==> src/rtl/elevator_pkg.sv <==
package elevator_pkg;

    ////////////////////////////////////////
    // floors
    ////////////////////////////////////////

    localparam int NUM_FLOORS = 16;    // floors 0..15

    typedef logic [3:0] floor_t;       // one floor number

    // reset parking spots
    localparam floor_t CAR0_HOME = 4'd0; // even car
    localparam floor_t CAR1_HOME = 4'd1; // odd car

    ////////////////////////////////////////
    // motor
    ////////////////////////////////////////

    // motor state seen on the car outputs
    typedef enum logic [1:0] {
        STOP = 2'd0,                   // parked or dwelling
        UP   = 2'd1,
        DOWN = 2'd2
    } motion_t;

    ////////////////////////////////////////
    // display
    ////////////////////////////////////////

    // one digit as {a,b,c,d,e,f,g}
    // active low, 0 lights the segment
    typedef logic [6:0] seg_t;

endpackage

==> src/rtl/tick_gen.sv <==
`timescale 1ns/1ps

module tick_gen #(
    parameter int PERIOD = 4           // cycles between ticks
) (
    input  logic clk,
    input  logic reset,
    output logic tick                  // one cycle wide
);

    localparam int CNT_W = (PERIOD > 1) ? $clog2(PERIOD) : 1;

    logic [CNT_W-1:0] cnt;             // counts down to zero

    always_ff @(posedge clk or posedge reset) begin
        if (reset) begin
            cnt  <= CNT_W'(PERIOD - 1);
            tick <= 1'b0;              // quiet out of reset
        end else if (cnt == '0) begin
            cnt  <= CNT_W'(PERIOD - 1); // wrap and reload
            tick <= 1'b1;
        end else begin
            cnt  <= cnt - 1'b1;
            tick <= 1'b0;
        end
    end

    // a period of 2 or more keeps ticks apart
    a_tick_gap: assert property (@(posedge clk) disable iff (reset) tick |=> !tick)
        else $error("tick_gen: back to back ticks, PERIOD %0d", PERIOD);

endmodule

==> src/rtl/request_dispatch.sv <==
`timescale 1ns/1ps

module request_dispatch import elevator_pkg::*; (
    input  logic   clk,
    input  logic   reset,
    input  logic   req_valid,
    input  floor_t req_floor,
    input  logic   car0_credit_return,
    input  logic   car1_credit_return,
    output logic   req_ready,
    output logic   car0_target_valid,
    output floor_t car0_target_floor,
    output logic   car1_target_valid,
    output floor_t car1_target_floor
);

    logic         car_sel;             // 0 even car, 1 odd car
    logic   [1:0] credit;              // bit n set, car n is free
    logic   [1:0] credit_ret;          // returns from the cars
    logic   [1:0] take;                // accepted this cycle, one hot
    logic   [1:0] tgt_valid;           // target pulse per car
    floor_t       tgt_floor [2];       // target per car

    ////////////////////////////////////////
    // acceptance
    ////////////////////////////////////////

    assign car_sel    = req_floor[0];  // floor parity picks the car
    assign credit_ret = {car1_credit_return, car0_credit_return};

    // ready follows the credit of the car that owns the floor
    assign req_ready = credit[car_sel];

    assign take[0] = req_valid && req_ready && !car_sel;
    assign take[1] = req_valid && req_ready && car_sel;

    ////////////////////////////////////////
    // credits and target pulses
    ////////////////////////////////////////

    always_ff @(posedge clk or posedge reset) begin
        if (reset) begin
            credit    <= 2'b11;        // both cars start free
            tgt_valid <= 2'b00;
        end else begin
            tgt_valid <= take;         // one cycle after acceptance
            // spend on accept, restore on return
            credit    <= (credit & ~take) | credit_ret;
        end
    end

    // payload only, loaded with the pulse
    always_ff @(posedge clk) begin
        for (int n = 0; n < 2; n++) begin
            if (take[n]) begin
                tgt_floor[n] <= req_floor;
            end
        end
    end

    assign car0_target_valid = tgt_valid[0];
    assign car0_target_floor = tgt_floor[0];
    assign car1_target_valid = tgt_valid[1];
    assign car1_target_floor = tgt_floor[1];

    // a car gives back only the credit it was handed
    a_credit_once: assert property (@(posedge clk) disable iff (reset)
        (credit_ret & credit) == 2'b00)
        else $error("request_dispatch: credit return %b with credit %b held",
                    credit_ret, credit);

endmodule

==> src/rtl/car_controller.sv <==
`timescale 1ns/1ps

module car_controller import elevator_pkg::*; #(
    parameter floor_t HOME_FLOOR = CAR0_HOME // floor after reset
) (
    input  logic    clk,
    input  logic    reset,
    input  logic    move_tick,         // one floor per tick
    input  logic    dwell_tick,        // ends the stop at a floor
    input  logic    target_valid,
    input  floor_t  target_floor,
    output floor_t  floor,
    output motion_t motion,
    output logic    credit_return
);

    // car phase kept apart from the motor code
    typedef enum logic [1:0] {
        IDLE,                          // free for a new target
        MOVING,                        // stepping toward target
        DWELLING                       // doors open until the dwell tick
    } phase_t;

    phase_t phase;
    floor_t target;                    // latched destination
    floor_t next_floor;                // one step in current direction
    logic   arrive;                    // next step lands on the target

    ////////////////////////////////////////
    // step logic
    ////////////////////////////////////////

    assign next_floor = (motion == UP) ? floor + 4'd1 : floor - 4'd1;
    assign arrive     = (next_floor == target);

    // credit goes back on the first dwell tick after arrival
    assign credit_return = (phase == DWELLING) && dwell_tick;

    ////////////////////////////////////////
    // phase and motor FSM
    ////////////////////////////////////////

    always_ff @(posedge clk or posedge reset) begin
        if (reset) begin
            phase  <= IDLE;
            floor  <= HOME_FLOOR;
            motion <= STOP;
        end else begin
            case (phase)
                IDLE: begin
                    if (target_valid) begin
                        if (target_floor > floor) begin
                            motion <= UP;
                            phase  <= MOVING;
                        end else if (target_floor < floor) begin
                            motion <= DOWN;
                            phase  <= MOVING;
                        end else begin
                            phase  <= DWELLING; // already there so only dwell
                        end
                    end
                end
                MOVING: begin
                    if (move_tick) begin
                        floor <= next_floor;
                        if (arrive) begin
                            motion <= STOP; // stops with the last step
                            phase  <= DWELLING;
                        end
                    end
                end
                DWELLING: begin
                    if (dwell_tick) begin
                        phase <= IDLE;
                    end
                end
                default: begin
                    phase  <= IDLE;
                    motion <= STOP;
                end
            endcase
        end
    end

    // destination taken with the target pulse
    always_ff @(posedge clk) begin
        if (target_valid && (phase == IDLE)) begin
            target <= target_floor;
        end
    end

    ////////////////////////////////////////
    // checks
    ////////////////////////////////////////

    // dispatcher credit keeps one target per trip
    a_target_idle: assert property (@(posedge clk) disable iff (reset)
        target_valid |-> (phase == IDLE))
        else $error("car_controller: target while busy, phase %s", phase.name());

    // floor moves one step at a time and never wraps
    a_floor_step: assert property (@(posedge clk) disable iff (reset)
        $changed(floor) |-> ((int'(floor) - int'($past(floor)) == 1)
            || (int'($past(floor)) - int'(floor) == 1)))
        else $error("car_controller: floor jumped to %0d", floor);

    // a moving car always has a floor left in its direction
    a_floor_range: assert property (@(posedge clk) disable iff (reset)
        (phase == MOVING) |-> ((motion == UP) ? (int'(floor) < NUM_FLOORS - 1)
                                              : (floor != '0)))
        else $error("car_controller: moving %s from floor %0d", motion.name(), floor);

endmodule

==> src/rtl/floor_display.sv <==
`timescale 1ns/1ps

module floor_display import elevator_pkg::*; (
    input  floor_t floor,
    output seg_t   seg_tens,           // blank or "1"
    output seg_t   seg_ones
);

    localparam seg_t SEG_BLANK = 7'b111_1111; // all segments dark

    logic       tens;                  // floor 10 and up
    logic [3:0] ones;                  // low decimal digit

    // digit to segments, a..g, active low
    function automatic seg_t digit_seg(input logic [3:0] d);
        case (d)
            4'd0:    return 7'b000_0001;
            4'd1:    return 7'b100_1111;
            4'd2:    return 7'b001_0010;
            4'd3:    return 7'b000_0110;
            4'd4:    return 7'b100_1100;
            4'd5:    return 7'b010_0100;
            4'd6:    return 7'b010_0000;
            4'd7:    return 7'b000_1111;
            4'd8:    return 7'b000_0000;
            4'd9:    return 7'b000_0100;
            default: return SEG_BLANK; // not a decimal digit
        endcase
    endfunction

    ////////////////////////////////////////
    // split into decimal digits
    ////////////////////////////////////////

    assign tens = (floor >= 4'd10);
    assign ones = tens ? floor - 4'd10 : floor;

    assign seg_tens = tens ? digit_seg(4'd1) : SEG_BLANK;
    assign seg_ones = digit_seg(ones);

endmodule

==> src/rtl/elevator_top.sv <==
`timescale 1ns/1ps

module elevator_top import elevator_pkg::*; #(
    parameter int DWELL_PERIOD     = 8, // stop time at a floor
    parameter int CAR0_MOVE_PERIOD = 4, // car 0 speed, cycles per floor
    parameter int CAR1_MOVE_PERIOD = 6  // car 1 runs slower
) (
    input  logic    clk,
    input  logic    reset,
    input  logic    req_valid,
    input  floor_t  req_floor,
    output logic    req_ready,
    output floor_t  car0_floor,
    output floor_t  car1_floor,
    output motion_t car0_motion,
    output motion_t car1_motion,
    output seg_t    car0_seg_tens,
    output seg_t    car0_seg_ones,
    output seg_t    car1_seg_tens,
    output seg_t    car1_seg_ones
);

    logic   dwell_tick;                // shared by both cars
    logic   car0_move_tick;
    logic   car1_move_tick;
    logic   car0_target_valid;
    logic   car1_target_valid;
    floor_t car0_target_floor;
    floor_t car1_target_floor;
    logic   car0_credit_return;
    logic   car1_credit_return;

    ////////////////////////////////////////
    // tick enables
    ////////////////////////////////////////

    tick_gen #(.PERIOD(DWELL_PERIOD)) i_dwell_tick (
        .clk   (clk),
        .reset (reset),
        .tick  (dwell_tick)
    );

    tick_gen #(.PERIOD(CAR0_MOVE_PERIOD)) i_car0_move_tick (
        .clk   (clk),
        .reset (reset),
        .tick  (car0_move_tick)
    );

    tick_gen #(.PERIOD(CAR1_MOVE_PERIOD)) i_car1_move_tick (
        .clk   (clk),
        .reset (reset),
        .tick  (car1_move_tick)
    );

    ////////////////////////////////////////
    // request split, even/odd
    ////////////////////////////////////////

    request_dispatch i_dispatch (
        .clk                (clk),
        .reset              (reset),
        .req_valid          (req_valid),
        .req_floor          (req_floor),
        .car0_credit_return (car0_credit_return),
        .car1_credit_return (car1_credit_return),
        .req_ready          (req_ready),
        .car0_target_valid  (car0_target_valid),
        .car0_target_floor  (car0_target_floor),
        .car1_target_valid  (car1_target_valid),
        .car1_target_floor  (car1_target_floor)
    );

    ////////////////////////////////////////
    // cars
    ////////////////////////////////////////

    car_controller #(.HOME_FLOOR(CAR0_HOME)) i_car0 (
        .clk           (clk),
        .reset         (reset),
        .move_tick     (car0_move_tick),
        .dwell_tick    (dwell_tick),
        .target_valid  (car0_target_valid),
        .target_floor  (car0_target_floor),
        .floor         (car0_floor),
        .motion        (car0_motion),
        .credit_return (car0_credit_return)
    );

    car_controller #(.HOME_FLOOR(CAR1_HOME)) i_car1 (
        .clk           (clk),
        .reset         (reset),
        .move_tick     (car1_move_tick),
        .dwell_tick    (dwell_tick),
        .target_valid  (car1_target_valid),
        .target_floor  (car1_target_floor),
        .floor         (car1_floor),
        .motion        (car1_motion),
        .credit_return (car1_credit_return)
    );

    // each display follows its own car
    floor_display i_car0_display (
        .floor    (car0_floor),
        .seg_tens (car0_seg_tens),
        .seg_ones (car0_seg_ones)
    );

    floor_display i_car1_display (
        .floor    (car1_floor),
        .seg_tens (car1_seg_tens),
        .seg_ones (car1_seg_ones)
    );

endmodule

==> config.mk <==
export PLATFORM = sky130hd
export DESIGN_NAME = elevator_top
export DESIGN_NICKNAME = d
export VERILOG_FILES = /design/src/rtl/elevator_pkg.sv /design/src/rtl/tick_gen.sv /design/src/rtl/request_dispatch.sv /design/src/rtl/car_controller.sv /design/src/rtl/floor_display.sv /design/src/rtl/elevator_top.sv
export SDC_FILE = /design/constraint.sdc
export NUM_CORES = 1
export LEC_CHECK = 0
export BUFFER_PORTS_ARGS = -buffer_cell sky130_fd_sc_hd__clkbuf_2
export CORE_MARGIN = 2
export CORE_UTILIZATION = 52
export DETAILED_ROUTE_END_ITERATION = 8
export MAX_ROUTING_LAYER = met4
export PLACE_DENSITY_LB_ADDON = 0.08
export SYNTH_ARGS = -nofsm -noshare
export SYNTH_HDL_FRONTEND = slang
export SYNTH_HIERARCHICAL = 1
export SYNTH_SLANG_ARGS = --single-unit
==> constraint.sdc <==
create_clock -name clk -period 2.3 [get_ports clk]
set_clock_uncertainty 0.2 [all_clocks]
set_input_delay 0.115 -clock clk [delete_from_list [all_inputs] [get_ports clk]]
set_output_delay 0.115 -clock clk [all_outputs]
set_load 0.05 [all_outputs]
Yosys cells after proc, flatten, opt, wreduce, memory -nomap -nowiden
Memory sizes are Yosys's and may differ from the RTL's.
Index checks and enable logic that the tools add are counted.
W data, S select, Z words.
{ "totals": {"word_cells": 124, "mem_bits_rw": 8, "regBits": 39, "out_inout_bits": 41, "romBits": 224, "n_memories": 3} }
{ "mem_list": {"columns": ["memory", "depth", "width", "read_ports", "rd_clocked_by_memory_dff", "wr", "line_no", "rtl"], "rows": [
  ["(no name shown)", 16, 7, 1, 0, 0, "floor_display.sv:16", "case (d)"],
  ["(no name shown)", 16, 7, 1, 0, 0, "floor_display.sv:16", null],
  ["i_dispatch.tgt_floor", 2, 4, 2, 0, 1, "request_dispatch.sv:22", "floor_t tgt_floor [2];"]
]} }
{ "classes": {"order_cmp": 7, "muxes": 46, "n_reduce_logical": 20, "bitwise": 5, "n_addsub": 9, "eq_ne": 18} }
{ "ops": {"columns": ["cell", "count"], "rows": [
  ["$mux W2", 22],
  ["$pmux W2 S3", 4],
  ["$mux W4", 5],
  ["$mux W6", 2],
  ["$ne A2 B2 Y1 const B", 6],
  ["$mux W1", 11],
  ["$reduce_and A5 Y1", 2],
  ["$add A4 B1 Y4 const B", 2],
  ["$eq A2 B1 Y1 const B", 4],
  ["$eq A4 B4 Y1", 2],
  ["$ge A4 B4 Y1 const B", 2],
  ["$gt A4 B4 Y1", 2],
  ["$lt A4 B4 Y1", 2],
  ["$reduce_and A4 Y1", 2],
  ["$sub A4 B1 Y4 const B", 2],
  ["$sub A4 B4 Y4 const B", 2],
  ["$logic_and A1 B1 Y1", 7],
  ["$logic_not A2 Y1", 3],
  ["$logic_not A3 Y1", 2],
  ["$mux W3", 2],
  ["$ne A3 B1 Y1 const B", 2],
  ["$sub A3 B1 Y3 const B", 2],
  ["$eq A2 B2 Y1 const B", 2],
  ["$ne A2 B1 Y1 const B", 2],
  ["9 further kinds", 11]
]} }

Logic depth before layout (Yosys ltp)
Gate-level depths: netlist (run 1).
{ "logic_depth": {"word_depth": 8, "depth_mapped": 8, "ltp_nobuf": 8} }

Cells and area by module
Netlist (run 1), hierarchy kept.
{ "modules_own_cells": {"columns": ["mod", "area_each_um2", "cells_each", "seq_area_each_um2", "n_inst"], "rows": [
  ["car_controller (i_car1)", 765.7, 76, 321.6, 1],
  ["car_controller (i_car0)", 758.2, 73, 320.3, 1],
  ["floor_display (i_car1_display)", 456.7, 65, 0.0, 1],
  ["floor_display (i_car0_display)", 417.9, 57, 0.0, 1],
  ["request_dispatch", 404.1, 20, 342.8, 1],
  ["tick_gen (i_dwell_tick)", 160.2, 13, 103.8, 1],
  ["tick_gen (i_car1_move_tick)", 150.1, 12, 102.6, 1],
  ["tick_gen (i_car0_move_tick)", 111.4, 9, 77.6, 1]
]} }

Worst setup path before layout (run 1)
Ideal clock, no wire load.
{ "synth_timing": {"kind": "flip-flop to output port", "from": "register i_car1.floor[3]", "to": "output car1_seg_ones[1]", "path_slack_ps": -552, "t_required_ps": 1985, "path_stages_with_launch": 9, "t_arrival_ps": 2537, "cell_sequence": "dfrtp_1 > buf_4 > buf_4 > nand3_1 > o21ai_0 > ha_1 > o2bb2ai_1 > a21o_1 > o221ai_1"} }
{ "synth_via": {"elab_chain_len": 3, "word_cells_on_any_way": 4, "classes_between": "add/sub: 1; order compare: 1; mux: 1; memory: 1"} }
{ "synth_rtl": {"columns": ["element", "line_no", "rtl"], "rows": [
  ["start: declaration", "car_controller.sv:12", "output floor_t floor,"],
  ["start signal: assignment", "car_controller.sv:65", "floor <= next_floor;"],
  ["$sub A4 B4 Y4 or $ge A4 B4 Y1 (tied branches)", "floor_display.sv:36, floor_display.sv:35", null],
  ["$mux W4 (*)", "floor_display.sv:36", "assign ones = tens ? floor - 4'd10 : floor;"],
  ["$mem_v2 Z16 W7 (*)", null, null],
  ["end: declaration", "elevator_top.sv:20", "output seg_t car1_seg_ones"]
]} }
Mark *: on every way between the ends. The rest lies on a longest branch, timed or not.

Worst setup path in the final report (run 1)
{ "layout_timing": {"from": "register i_car0.floor[1]", "to": "output car0_seg_ones[4]"} }
{ "layout_via": {"elab_chain_len": 3, "word_cells_on_any_way": 4, "classes_between": "add/sub: 1; order compare: 1; mux: 1; memory: 1"} }
{ "layout_rtl": {"columns": ["element", "line_no", "rtl"], "rows": [
  ["start: declaration", "car_controller.sv:12", null],
  ["start signal: assignment", "car_controller.sv:65", null],
  ["$sub A4 B4 Y4 or $ge A4 B4 Y1 (tied branches)", "floor_display.sv:36, floor_display.sv:35", null],
  ["$mux W4 (*)", "floor_display.sv:36", null],
  ["$mem_v2 Z16 W7 (*)", null, null],
  ["end: declaration", "elevator_top.sv:18", "output seg_t car0_seg_ones,"]
]} }
Marked as above.

==> flow_metrics.py, run 1 <==
metrics = {
    "synth": {
        "syn_inst": 325,
        "ys.flop_type": "dfrtp_1",
        "syn_area_per_cell_um2": 9.92,
        "ys_types": 65,
        "yosys_register_bits": 47,
        "synth-edff-count": 16,
        "yosysSeqAreaShare_pct": 39.3,
        "syn_area_mm2": 0.00322,
        "postSynth.asyncResetShare_pct": 66.0,
        "synth_warnings": 6,
    },
    "sta": {
        "period_share_pct": 102,
        "max_freq_mhz": 427,
        "fin_ws_ns": -0.0433,
        "hold_viol": 0,
        "fin_crit_ns": 2.34,
        "hold_ws_ns": 0.117,
        "slew_viol_final": 0,
        "rsz0062_at_grt": "yes",
        "setup-violations-final": 4,
        "setup_total_negative_slack_ns": -0.0742,
    },
    "final_layout": {
        "finalNetCount": 427,
        "syn_to_final_growth_pct": 26.9,
        "drive_gt1_share_pct": 39.5,
        "n_antenna_cell": 0,
        "fin_cells": 470,
    },
    "critical_path": {
        "crit_slowest_cell": "dfrtp_2",
        "worst-path-max-fanout": 3,
        "critPathArrivalTime_ns": 2.03,
        "path_cells": "and2b_1, a21o_1, ha_4, and3b_1, o21a_1, a311o_2, buf_8",
        "crit_family": "compound AO/OA/AOI/OAI gates",
        "crit_required_ns": 1.99,
        "regToRegStartpoint": "i_car1/floor[0]$_DFFE_PP1P_",
        "critPathMaxStageDelay_ns": 0.38,
        "worstSetupStartpointType": "flop",
        "r2r-end": "i_car1/phase[1]$_DFFE_PP0P_",
        "timing.critical_path.buf_inv": 1,
        "cp-end-kind": "primary output",
        "reg2regPathDepth": 8,
        "path_class": "reg -> out",
        "ff2ff_setup_slack_ns": -0.01,
    },
    "floorplan": {
        "ios": 48,
        "core_area_mm2": 0.00596,
        "dieArea_mm2": 0.00685,
        "initial_core_util_pct": 54.1,
        "die_w_um": 82.7,
        "fp.dieH_um": 82.7,
        "rows": 28,
    },
    "clocking": {
        "cts_buffers": 5,
        "clk_latency_ns": 0.30,
        "cts_buffer_depth": 2,
        "htreeDepth": 2,
        "path_clk_slew_ns": 0.08,
        "root_buffer": "clkbuf_8",
        "cts.sinks": 47,
        "cts_tree": "done",
    },
    "place": {
        "hpwl_um": 4620,
        "dp.cells": 437,
        "portBuffers": 37,
        "pre_cts_slack_ns": 0.0420,
        "finalWeightedCongestion": 0.802,
    },
    "outcome": {
        "violations": "setup timing",
        "outcome": "complete, but fails checks",
    },
    "global_routing": {
        "use_met1_pct": 25.5,
        "grt_pass1_wl_um": 10700,
        "grt_pass1_vias": 2414,
        "grt_max_degree": 16,
        "track_usage_pct": 20.9,
        "busiest_layer": "met2",
        "gr-total-overflow": 0,
        "grtUsageMet2_pct": 36.2,
        "use_met3_pct": 3.15,
        "antenna_found_initial": 0,
    },
    "drt": {
        "route.vias.total": 2512,
        "drtPass1Iterations": 4,
        "final_antenna_net_count": 0,
        "drt_iter0_markers": 49,
        "drt-total-wl_um": 6610,
        "vias_per_cell": 5.34,
        "wl_per_cell_um": 14.1,
        "drc": 0,
    },
    "power": {
        "vdd_ir_drop_max_mv": 0.400,
        "p_per_area_mw_per_mm2": 373,
        "cellLeakagePower_nw": 1.89,
        "power.total_mw": 1.53,
    },
    "run": {
        "max-cap-violations": 0,
    },
    "hold_path": {
        "hp-class": "in -> async",
    },
}
[per-layer routing]
layer | share of wire [%] | up-vias | wire (um)
met4 | 1.2 | 0 | 80
met3 | 3.0 | 7 | 198
met5 | 0 | - | 0
met2 | 51 | 49 | 3360
li1 | - | 1253 | -
met1 | 45 | 1203 | 2970
[area by class of cell]
class | instances | area [um^2]
Clock inverter | 2 | 36.3
Multi-Input combinational cell | 228 | 1920
Clock buffer | 6 | 72.6
Fill cell | 461 | 1860
Sequential cell | 47 | 1290
Tap cell | 75 | 93.8
Inverter | 36 | 140
Timing Repair Buffer | 76 | 543
[Yosys cell counts, drive strengths merged (2+ instances only)]
master | instances | area [um^2]
o31a | 2 | 17.5
or3 | 2 | 22.5
nor2b | 3 | 26.3
dfstp | 10 | 263
ha | 24 | 300
buf | 21 | 170
nand2 | 20 | 77.6
mux2 | 2 | 26.3
inv | 36 | 135
nand3b | 6 | 45.0
and2b | 3 | 22.5
nor2 | 13 | 48.8
a2bb2oi | 2 | 17.5
and2 | 2 | 12.5
a32oi | 3 | 26.3
a22o | 2 | 17.5
xnor2 | 17 | 149
o21ai | 25 | 129
o21a | 3 | 22.5
and3b | 6 | 55.1
conb | 2 | 7.51
fa | 2 | 40.0
o211ai | 3 | 22.5
dfrtp | 21 | 526
and3 | 3 | 20.0
edfxtp | 16 | 480
a21oi | 14 | 70.1
a21o | 9 | 68.8
xor2 | 5 | 43.8
and4b | 2 | 21.3
nor3 | 6 | 40.0
nand2b | 9 | 58.8
nor3b | 5 | 37.5
nand3 | 6 | 30.0
a31oi | 3 | 18.8
[state kept, by name, indices dropped and copies added, names as in the netlist, 3 cells and up]
| name | cells |
|---|---|
| i_dispatch/tgt_floor | 8 |
| i_car1/target | 4 |
| i_car0/floor | 4 |
| i_car1_move_tick/cnt | 3 |
| i_dwell_tick/cnt | 3 |
| i_car1/floor | 4 |
| i_car0/target | 4 |
[placed cells by master, fill, tap and decap left out, types with 4 or more instances in the layout]
master	synthesis	layout
o21ai_0	21	11
dlygate4sd3_1	0	6
a21oi_1	14	12
edfxtp_1	16	16
nor3b_1	5	5
and3b_1	4	4
a21o_1	8	8
xnor2_1	17	15
nor3_1	4	4
ha_1	24	16
nand2_1	19	19
o21ai_1	3	11
nand2b_1	8	7
dfrtp_2	0	11
ha_4	0	6
buf_4	16	32
clkbuf_8	0	5
dfrtp_1	21	10
inv_2	0	4
clkbuf_2	0	26
clkbuf_4	0	4
conb_1	2	10
nand3_2	0	4
inv_1	36	30
dfstp_2	10	9
nand3b_1	6	6
nor2_1	13	11
[worst max path at each step]
stage / slack, ns / from / cells past startpoint / end
after global placement: 0.06 / i_car1/motion[0]$_DFFE_PP0P_ / 7 / i_car1/phase[0]$_DFFE_PP0P_
final: -0.04 / i_car0/floor[1]$_DFFE_PP0P_ / 7 / car0_seg_ones[4]
after detailed placement: 0.04 / i_car1/motion[0]$_DFFE_PP0P_ / 7 / i_car1/phase[0]$_DFFE_PP0P_
after global routing: -0.11 / i_car0/floor[1]$_DFFE_PP0P_ / 7 / car0_seg_ones[4]
after CTS: -0.08 / i_car0/floor[1]$_DFFE_PP0P_ / 7 / car0_seg_ones[4]
after floorplan: -0.09 / i_car1/floor[2]$_DFFE_PP0P_ / 7 / car1_seg_ones[1]
[power breakdown]
group          switching, mW  total (mW)  internal (mW)
clock network          0.274       0.599          0.325
registers                  0       0.863          0.863
logic                 0.0539      0.0659         0.0120
[worst reg2reg max path, cell delays in order, from the launching register on]
cell and delay, ns:
dfstp_4 0.66, buf_6 0.10, inv_2 0.03, fa_2 0.34, xor2_2 0.17, xnor2_1 0.12
or3_4 0.36, nor3_4 0.14, o31a_1 0.13
[logic make-up after synthesis]
family | Yosys count | share of synthesized area [%]
simple gates | 90 | 17.1
compound gates | 77 | 16.1
buf+inv | 58 | 9.58
flops | 47 | 39.3
fa+ha+maj | 26 | 10.6
xor+xnor | 22 | 5.98
mux | 3 | 1.13
other cells | 2 | 0.233
[timing repair]
| item | 4_1_cts | 5_1_grt |
|---|---|---|
| setup buffers | 14 | 5 |
| endpoints found under the hold margin | 41 | 0 |
| pin swaps | 3 | 10 |
| setup endpoints to repair | 14 | 21 |
| gates resized for setup | 25 | 31 |
| hold buffers | 6 | 0 |
[stage by stage]
stage	area (um^2)	util, %
finish	4090	68.7
global route	4090	68.7
CTS	3960	66.5
detailed placement	3580	60.1
global placement	3580	60.1
floorplan	3380	-
No activity file was read; power rests on OpenSTA's default activity.
==> inputs of run 2 (changes only) <==
--- a/config.mk
+++ b/config.mk
@@ -8,7 +8,9 @@
 export BUFFER_PORTS_ARGS = -buffer_cell sky130_fd_sc_hd__clkbuf_2
 export CORE_MARGIN = 2
 export CORE_UTILIZATION = 52
+export CTS_CLUSTER_SIZE = 30
 export DETAILED_ROUTE_END_ITERATION = 8
+export GPL_TIMING_DRIVEN = 0
 export MAX_ROUTING_LAYER = met4
 export PLACE_DENSITY_LB_ADDON = 0.08
 export SYNTH_ARGS = -nofsm -noshare
==> flow_metrics.py, run 2 (synthesized netlist as in run 1, its figures left out) <==
metrics = {
    "power": {
        "power.switching_uw": 306,
        "power.share.clock_pct": 34.4,
        "pwr-share-seq_pct": 60.1,
        "share_comb_of_total_power_pct": 5.5,
        "sw_frac_of_total_pct": 21.3,
        "p_per_area_mw_per_mm2": 324,
        "vdd_ir_drop_max_mv": 0.385,
        "p_int_mw": 1.13,
        "cellLeakagePower_nw": 2.04,
    },
    "drt": {
        "route.vias.total": 2611,
        "final_antenna_net_count": 0,
        "drtPass1Iterations": 4,
        "vias_per_cell": 5.29,
        "drt_iter0_markers": 52,
        "drt-total-wl_um": 6940,
        "wl_per_cell_um": 14.0,
        "drc": 0,
    },
    "sta": {
        "setup_total_negative_slack_ns": -0.202,
        "hold_ws_ns": 0.122,
        "period_share_pct": 106,
        "fin_crit_ns": 2.44,
        "setup-violations-final": 4,
        "max-slew-margin-rel_pct": 62.5,
        "worstMarginPinSlew_ns": 0.559,
        "hold_viol": 0,
        "fin_ws_ns": -0.139,
        "rsz0062_at_grt": "yes",
        "max_freq_mhz": 410,
        "slew_viol_final": 0,
    },
    "final_layout": {
        "layout_commonest_cell": "buf_4",
        "regMostFlops": "i_dispatch/tgt_floor",
        "syn_to_final_growth_pct": 37.4,
        "drive_gt1_share_pct": 46.5,
        "finish.utilization_pct": 74.4,
        "n_antenna_cell": 0,
        "layout_common_cells": "buf_4 (50), inv_1 (27), clkbuf_2 (24)",
        "finalNetCount": 451,
        "nFillCells": 407,
        "largest_reg_flops": 8,
    },
    "global_routing": {
        "antenna_found_initial": 0,
        "grt_max_degree": 15,
        "track_usage_pct": 21.3,
        "grt_pass1_vias": 2496,
        "gr-total-overflow": 0,
        "grt_pass1_wl_um": 11000,
    },
    "critical_path": {
        "crit_required_ns": 1.99,
        "cp-end-kind": "primary output",
        "worstSetupStartpointType": "flop",
        "worst-path-max-fanout": 4,
        "crit_start": "i_car0/floor[1]$_DFFE_PP0P_",
        "ff2ff_setup_slack_ns": -0.02,
        "regToRegStartpoint": "i_car1/floor[0]$_DFFE_PP1P_",
        "critPathArrivalTime_ns": 2.12,
        "path_class": "reg -> out",
    },
    "clocking": {
        "cts_buffers": 5,
        "cts.sinks": 47,
        "cts_buffer_depth": 2,
        "root_buffer": "clkbuf_8",
        "clk_latency_ns": 0.29,
        "cts_tree": "done",
        "path_clk_slew_ns": 0.09,
        "htreeDepth": 2,
    },
    "place": {
        "portBuffers": 37,
        "finalWeightedCongestion": 0.842,
        "pre_cts_slack_ns": -0.0765,
        "hpwl_um": 4640,
    },
    "floorplan": {
        "ios": 48,
        "die_w_um": 82.7,
        "core_area_mm2": 0.00596,
        "dieArea_mm2": 0.00685,
        "initial_core_util_pct": 54.1,
        "fp.dieH_um": 82.7,
        "rows": 28,
    },
    "hold_path": {
        "hp-class": "in -> async",
    },
    "outcome": {
        "violations": "setup timing",
        "outcome": "complete, but fails checks",
    },
    "run": {
        "max-cap-violations": 0,
    },
}
run 2: changes by cell type in the layout (fill, tap and decap cells not counted), sizes merged:
cell    change
buf        +26
inv         -1
clkbuf      -1
clkinv      +1
bufinv      -1
run 2: worst paths after layout:
kind                       depth (start not counted)                              end
max                                                8                 car0_seg_ones[4]
min                                                3  i_car0_move_tick/tick$_DFF_PP0_
max reg2reg                                        7      i_car1/phase[1]$_DFFE_PP0P_
min reg2reg                                        0       i_car0/target[0]$_DFFE_PP_
max in group asynchronous                          3      i_car1/floor[0]$_DFFE_PP1P_
min in group clk                                   0       i_car0/target[0]$_DFFE_PP_
run 2: per-layer routing:
layer | up-vias | global-route usage (%) | share of wire [%]
li1 | 1301 | - | -
met1 | 1240 | 24.8 | 43
met2 | 60 | 38.9 | 53
met3 | 10 | 3.15 | 3.0
met4 | 0 | 4.75 | 0.84
met5 | - | - | 0
run 2: worst max-delay path, stage by stage, from the launching register on:
cell and delay [ns]:
dfrtp_2 0.37, buf_6 0.11, and2b_1 0.19, a21o_1 0.20, ha_4 0.16, and3b_1 0.16, o21a_1 0.16, a311o_2 0.32
buf_8 0.16
run 2: stage by stage:
step | instances | area (um^2) | power (mW)
after global placement | 445 | 3650 | 0.951
final | 494 | 4430 | 1.44
after global routing | 494 | 4430 | 1.50
after floorplan | 333 | 3380 | 0.939
after detailed placement | 445 | 3650 | 0.951
after CTS | 481 | 4120 | 1.46
run 2: power groups by stage:
| stage | clock network [mW] | registers [mW] | logic (mW) |
|---|---|---|---|
| finish | 0.493 | 0.863 | 0.0793 |
| global route | 0.547 | 0.863 | 0.0863 |
| CTS | 0.514 | 0.863 | 0.0791 |
| detailed placement | 0 | 0.880 | 0.0713 |
| global placement | 0 | 0.880 | 0.0710 |
| floorplan | 0 | 0.880 | 0.0588 |
run 2: final cells by class:
type / count / area, um^2 / area share (%)
buffer: 19 / 165 / 3.73
clock buffer: 7 / 86.3 / 1.95
clock inverter: 1 / 5.00 / 0.113
inverter: 36 / 148 / 3.33
multi-input combinational: 228 / 2020 / 45.6
sequential: 47 / 1290 / 29.0
tap: 75 / 93.8 / 2.12
timing repair buffer: 81 / 626 / 14.1
run 2: repair_timing:
| action | 4_1_cts | 5_1_grt |
|---|---|---|
| hold buffers | 6 | 0 |
| hold endpoints to repair | 41 | 0 |
| gates resized for setup | 37 | 61 |
| pin swaps | 5 | 26 |
| buffers inserted | 25 | 15 |
| endpoints found under the setup margin | 20 | 22 |
==> inputs of run 3 (changes only) <==
--- a/config.mk
+++ b/config.mk
@@ -6,7 +6,6 @@
 export NUM_CORES = 1
 export LEC_CHECK = 0
 export BUFFER_PORTS_ARGS = -buffer_cell sky130_fd_sc_hd__clkbuf_2
-export CORE_MARGIN = 2
 export CORE_UTILIZATION = 52
 export CTS_CLUSTER_SIZE = 30
 export DETAILED_ROUTE_END_ITERATION = 8
==> flow_metrics.py, run 3 (synthesized netlist as in run 1, its figures left out) <==
metrics = {
    "place": {
        "placed_area_mm2": 0.00365,
        "portBuffers": 37,
        "finalWeightedCongestion": 0.867,
        "pre_cts_slack_ns": -0.0943,
        "hpwl_um": 4900,
    },
    "global_routing": {
        "grt_pass1_wl_um": 11200,
        "grt_pass1_vias": 2527,
        "grtUsageMet2_pct": 43.3,
        "gr-total-overflow": 0,
        "antenna_found_initial": 0,
        "use_met3_pct": 2.81,
        "use_met1_pct": 25.6,
        "busiest_layer": "met2",
        "track_usage_pct": 23.0,
        "grt_max_degree": 15,
    },
    "final_layout": {
        "finalNetCount": 444,
        "fin_area_mm2": 0.00443,
        "layout_commonest_cell": "buf_4",
        "layout_common_cells": "buf_4 (41), inv_1 (26), clkbuf_2 (24)",
        "largest_reg_flops": 8,
        "drive_gt1_share_pct": 45.4,
        "n_antenna_cell": 0,
        "regMostFlops": "i_dispatch/tgt_floor",
        "syn_to_final_growth_pct": 37.3,
    },
    "floorplan": {
        "die_w_um": 80.7,
        "ios": 48,
        "core_area_mm2": 0.00596,
        "initial_core_util_pct": 54.1,
        "rows": 28,
        "fp.dieH_um": 80.7,
        "dieArea_mm2": 0.00652,
    },
    "sta": {
        "slew_viol_final": 0,
        "max-slew-margin-rel_pct": 62.4,
        "rsz0062_at_grt": "yes",
        "period_share_pct": 108,
        "max_freq_mhz": 403,
        "setup-violations-final": 3,
        "hold_ws_ns": 0.0892,
        "fin_ws_ns": -0.180,
        "hold_viol": 0,
        "fin_crit_ns": 2.48,
        "worstMarginPinSlew_ns": 0.562,
    },
    "critical_path": {
        "crit_required_ns": 1.99,
        "ff2ff_setup_slack_ns": 0,
        "critPathArrivalTime_ns": 2.16,
        "worst-path-max-fanout": 5,
        "path_class": "reg -> out",
        "worstSetupStartpointType": "flop",
        "regToRegStartpoint": "i_car1/motion[1]$_DFFE_PP0P_",
        "cp-end-kind": "primary output",
        "r2r-end": "i_car1/phase[1]$_DFFE_PP0P_",
        "reg2regPathDepth": 7,
        "crit_start": "i_car0/floor[1]$_DFFE_PP0P_",
    },
    "hold_path": {
        "hp-class": "in -> async",
    },
    "outcome": {
        "outcome": "complete, but fails checks",
        "violations": "setup timing",
    },
    "power": {
        "vdd_ir_drop_max_mv": 0.389,
        "cellLeakagePower_nw": 2.02,
        "p_per_area_mw_per_mm2": 354,
    },
    "clocking": {
        "path_clk_slew_ns": 0.09,
        "cts_buffers": 5,
        "clk_latency_ns": 0.30,
        "cts_buffer_depth": 2,
        "root_buffer": "clkbuf_8",
        "cts.sinks": 47,
        "cts_tree": "done",
        "htreeDepth": 2,
    },
    "drt": {
        "drt_iter0_markers": 76,
        "wl_per_cell_um": 15.0,
        "drtPass1Iterations": 5,
        "route.vias.total": 2614,
        "drt-total-wl_um": 7290,
        "vias_per_cell": 5.37,
        "final_antenna_net_count": 0,
        "drc": 0,
    },
    "run": {
        "max-cap-violations": 0,
    },
}
==> run 3: cell count changes in the layout (fill, tap and decap cells not counted), sizes merged <==
cell,previous run,this run
bufinv,0,1
clkbuf,35,37
buf,66,56
==> run 3: worst max path at each step <==
stage | endpoint | slack (ns) | depth (start not counted)
detailed placement | car0_seg_ones[4] | -0.09 | 8
global placement | car0_seg_ones[4] | -0.07 | 8
CTS | car0_seg_ones[4] | -0.18 | 9
finish | car0_seg_ones[4] | -0.18 | 8
floorplan | car1_seg_ones[1] | -0.09 | 7
global route | car0_seg_ones[4] | -0.25 | 8
==> run 3: repair_timing <==
| action | CTS | global route |
|---|---|---|
| buffers inserted | 24 | 8 |
| endpoints found under the setup margin | 19 | 22 |
| gates resized for setup | 42 | 50 |
| pin swaps | 4 | 14 |
| endpoints found under the hold margin | 41 | 0 |
| hold buffers | 6 | 0 |
==> run 3: worst max-delay path: stages, from the launching register on <==
cell	delay [ns]
dfrtp_2	0.38
buf_6	0.12
and2b_1	0.19
a21o_1	0.20
ha_4	0.17
and3b_1	0.16
o21a_1	0.17
a311o_2	0.32
buf_8	0.15
==> run 3: per-layer routing <==
| layer | vias up | routed length (um) | share of wire, % |
|---|---|---|---|
| li1 | 1283 | - | - |
| met1 | 1269 | 3110 | 43 |
| met2 | 54 | 3940 | 54 |
| met3 | 8 | 180 | 2.5 |
| met4 | 0 | 63 | 0.86 |
| met5 | - | 0 | 0 |
==> run 3: area by class of cell <==
| type | instances | area (um^2) |
|---|---|---|
| repair buffers | 74 | 592 |
| well taps | 75 | 93.8 |
| fillers | 425 | 1530 |
| plain buffers | 19 | 165 |
| inverters | 36 | 145 |
| clock buffers | 6 | 82.6 |
| clock inverters | 2 | 35.0 |
| flip-flops and latches | 47 | 1290 |
| multi-input cells | 228 | 2030 |
==> run 3: through the flow <==
stage / instances / power (mW) / util (%) / setup TNS [ns]
after CTS: 480 / 1.59 / 69.7 / -0.374
after detailed placement: 445 / 0.952 / 61.4 / -0.381
after floorplan: 333 / 0.939 / - / -0.169
after global placement: 445 / 0.951 / 61.4 / -0.152
after global routing: 487 / 1.63 / 74.3 / -0.873
final: 487 / 1.57 / 74.3 / -0.222
==> run 3: power breakdown <==
group,switching [mW],internal (mW)
clock,0.273,0.352
sequential,0,0.863
combinational,0.0565,0.0237
total,0.330,1.24
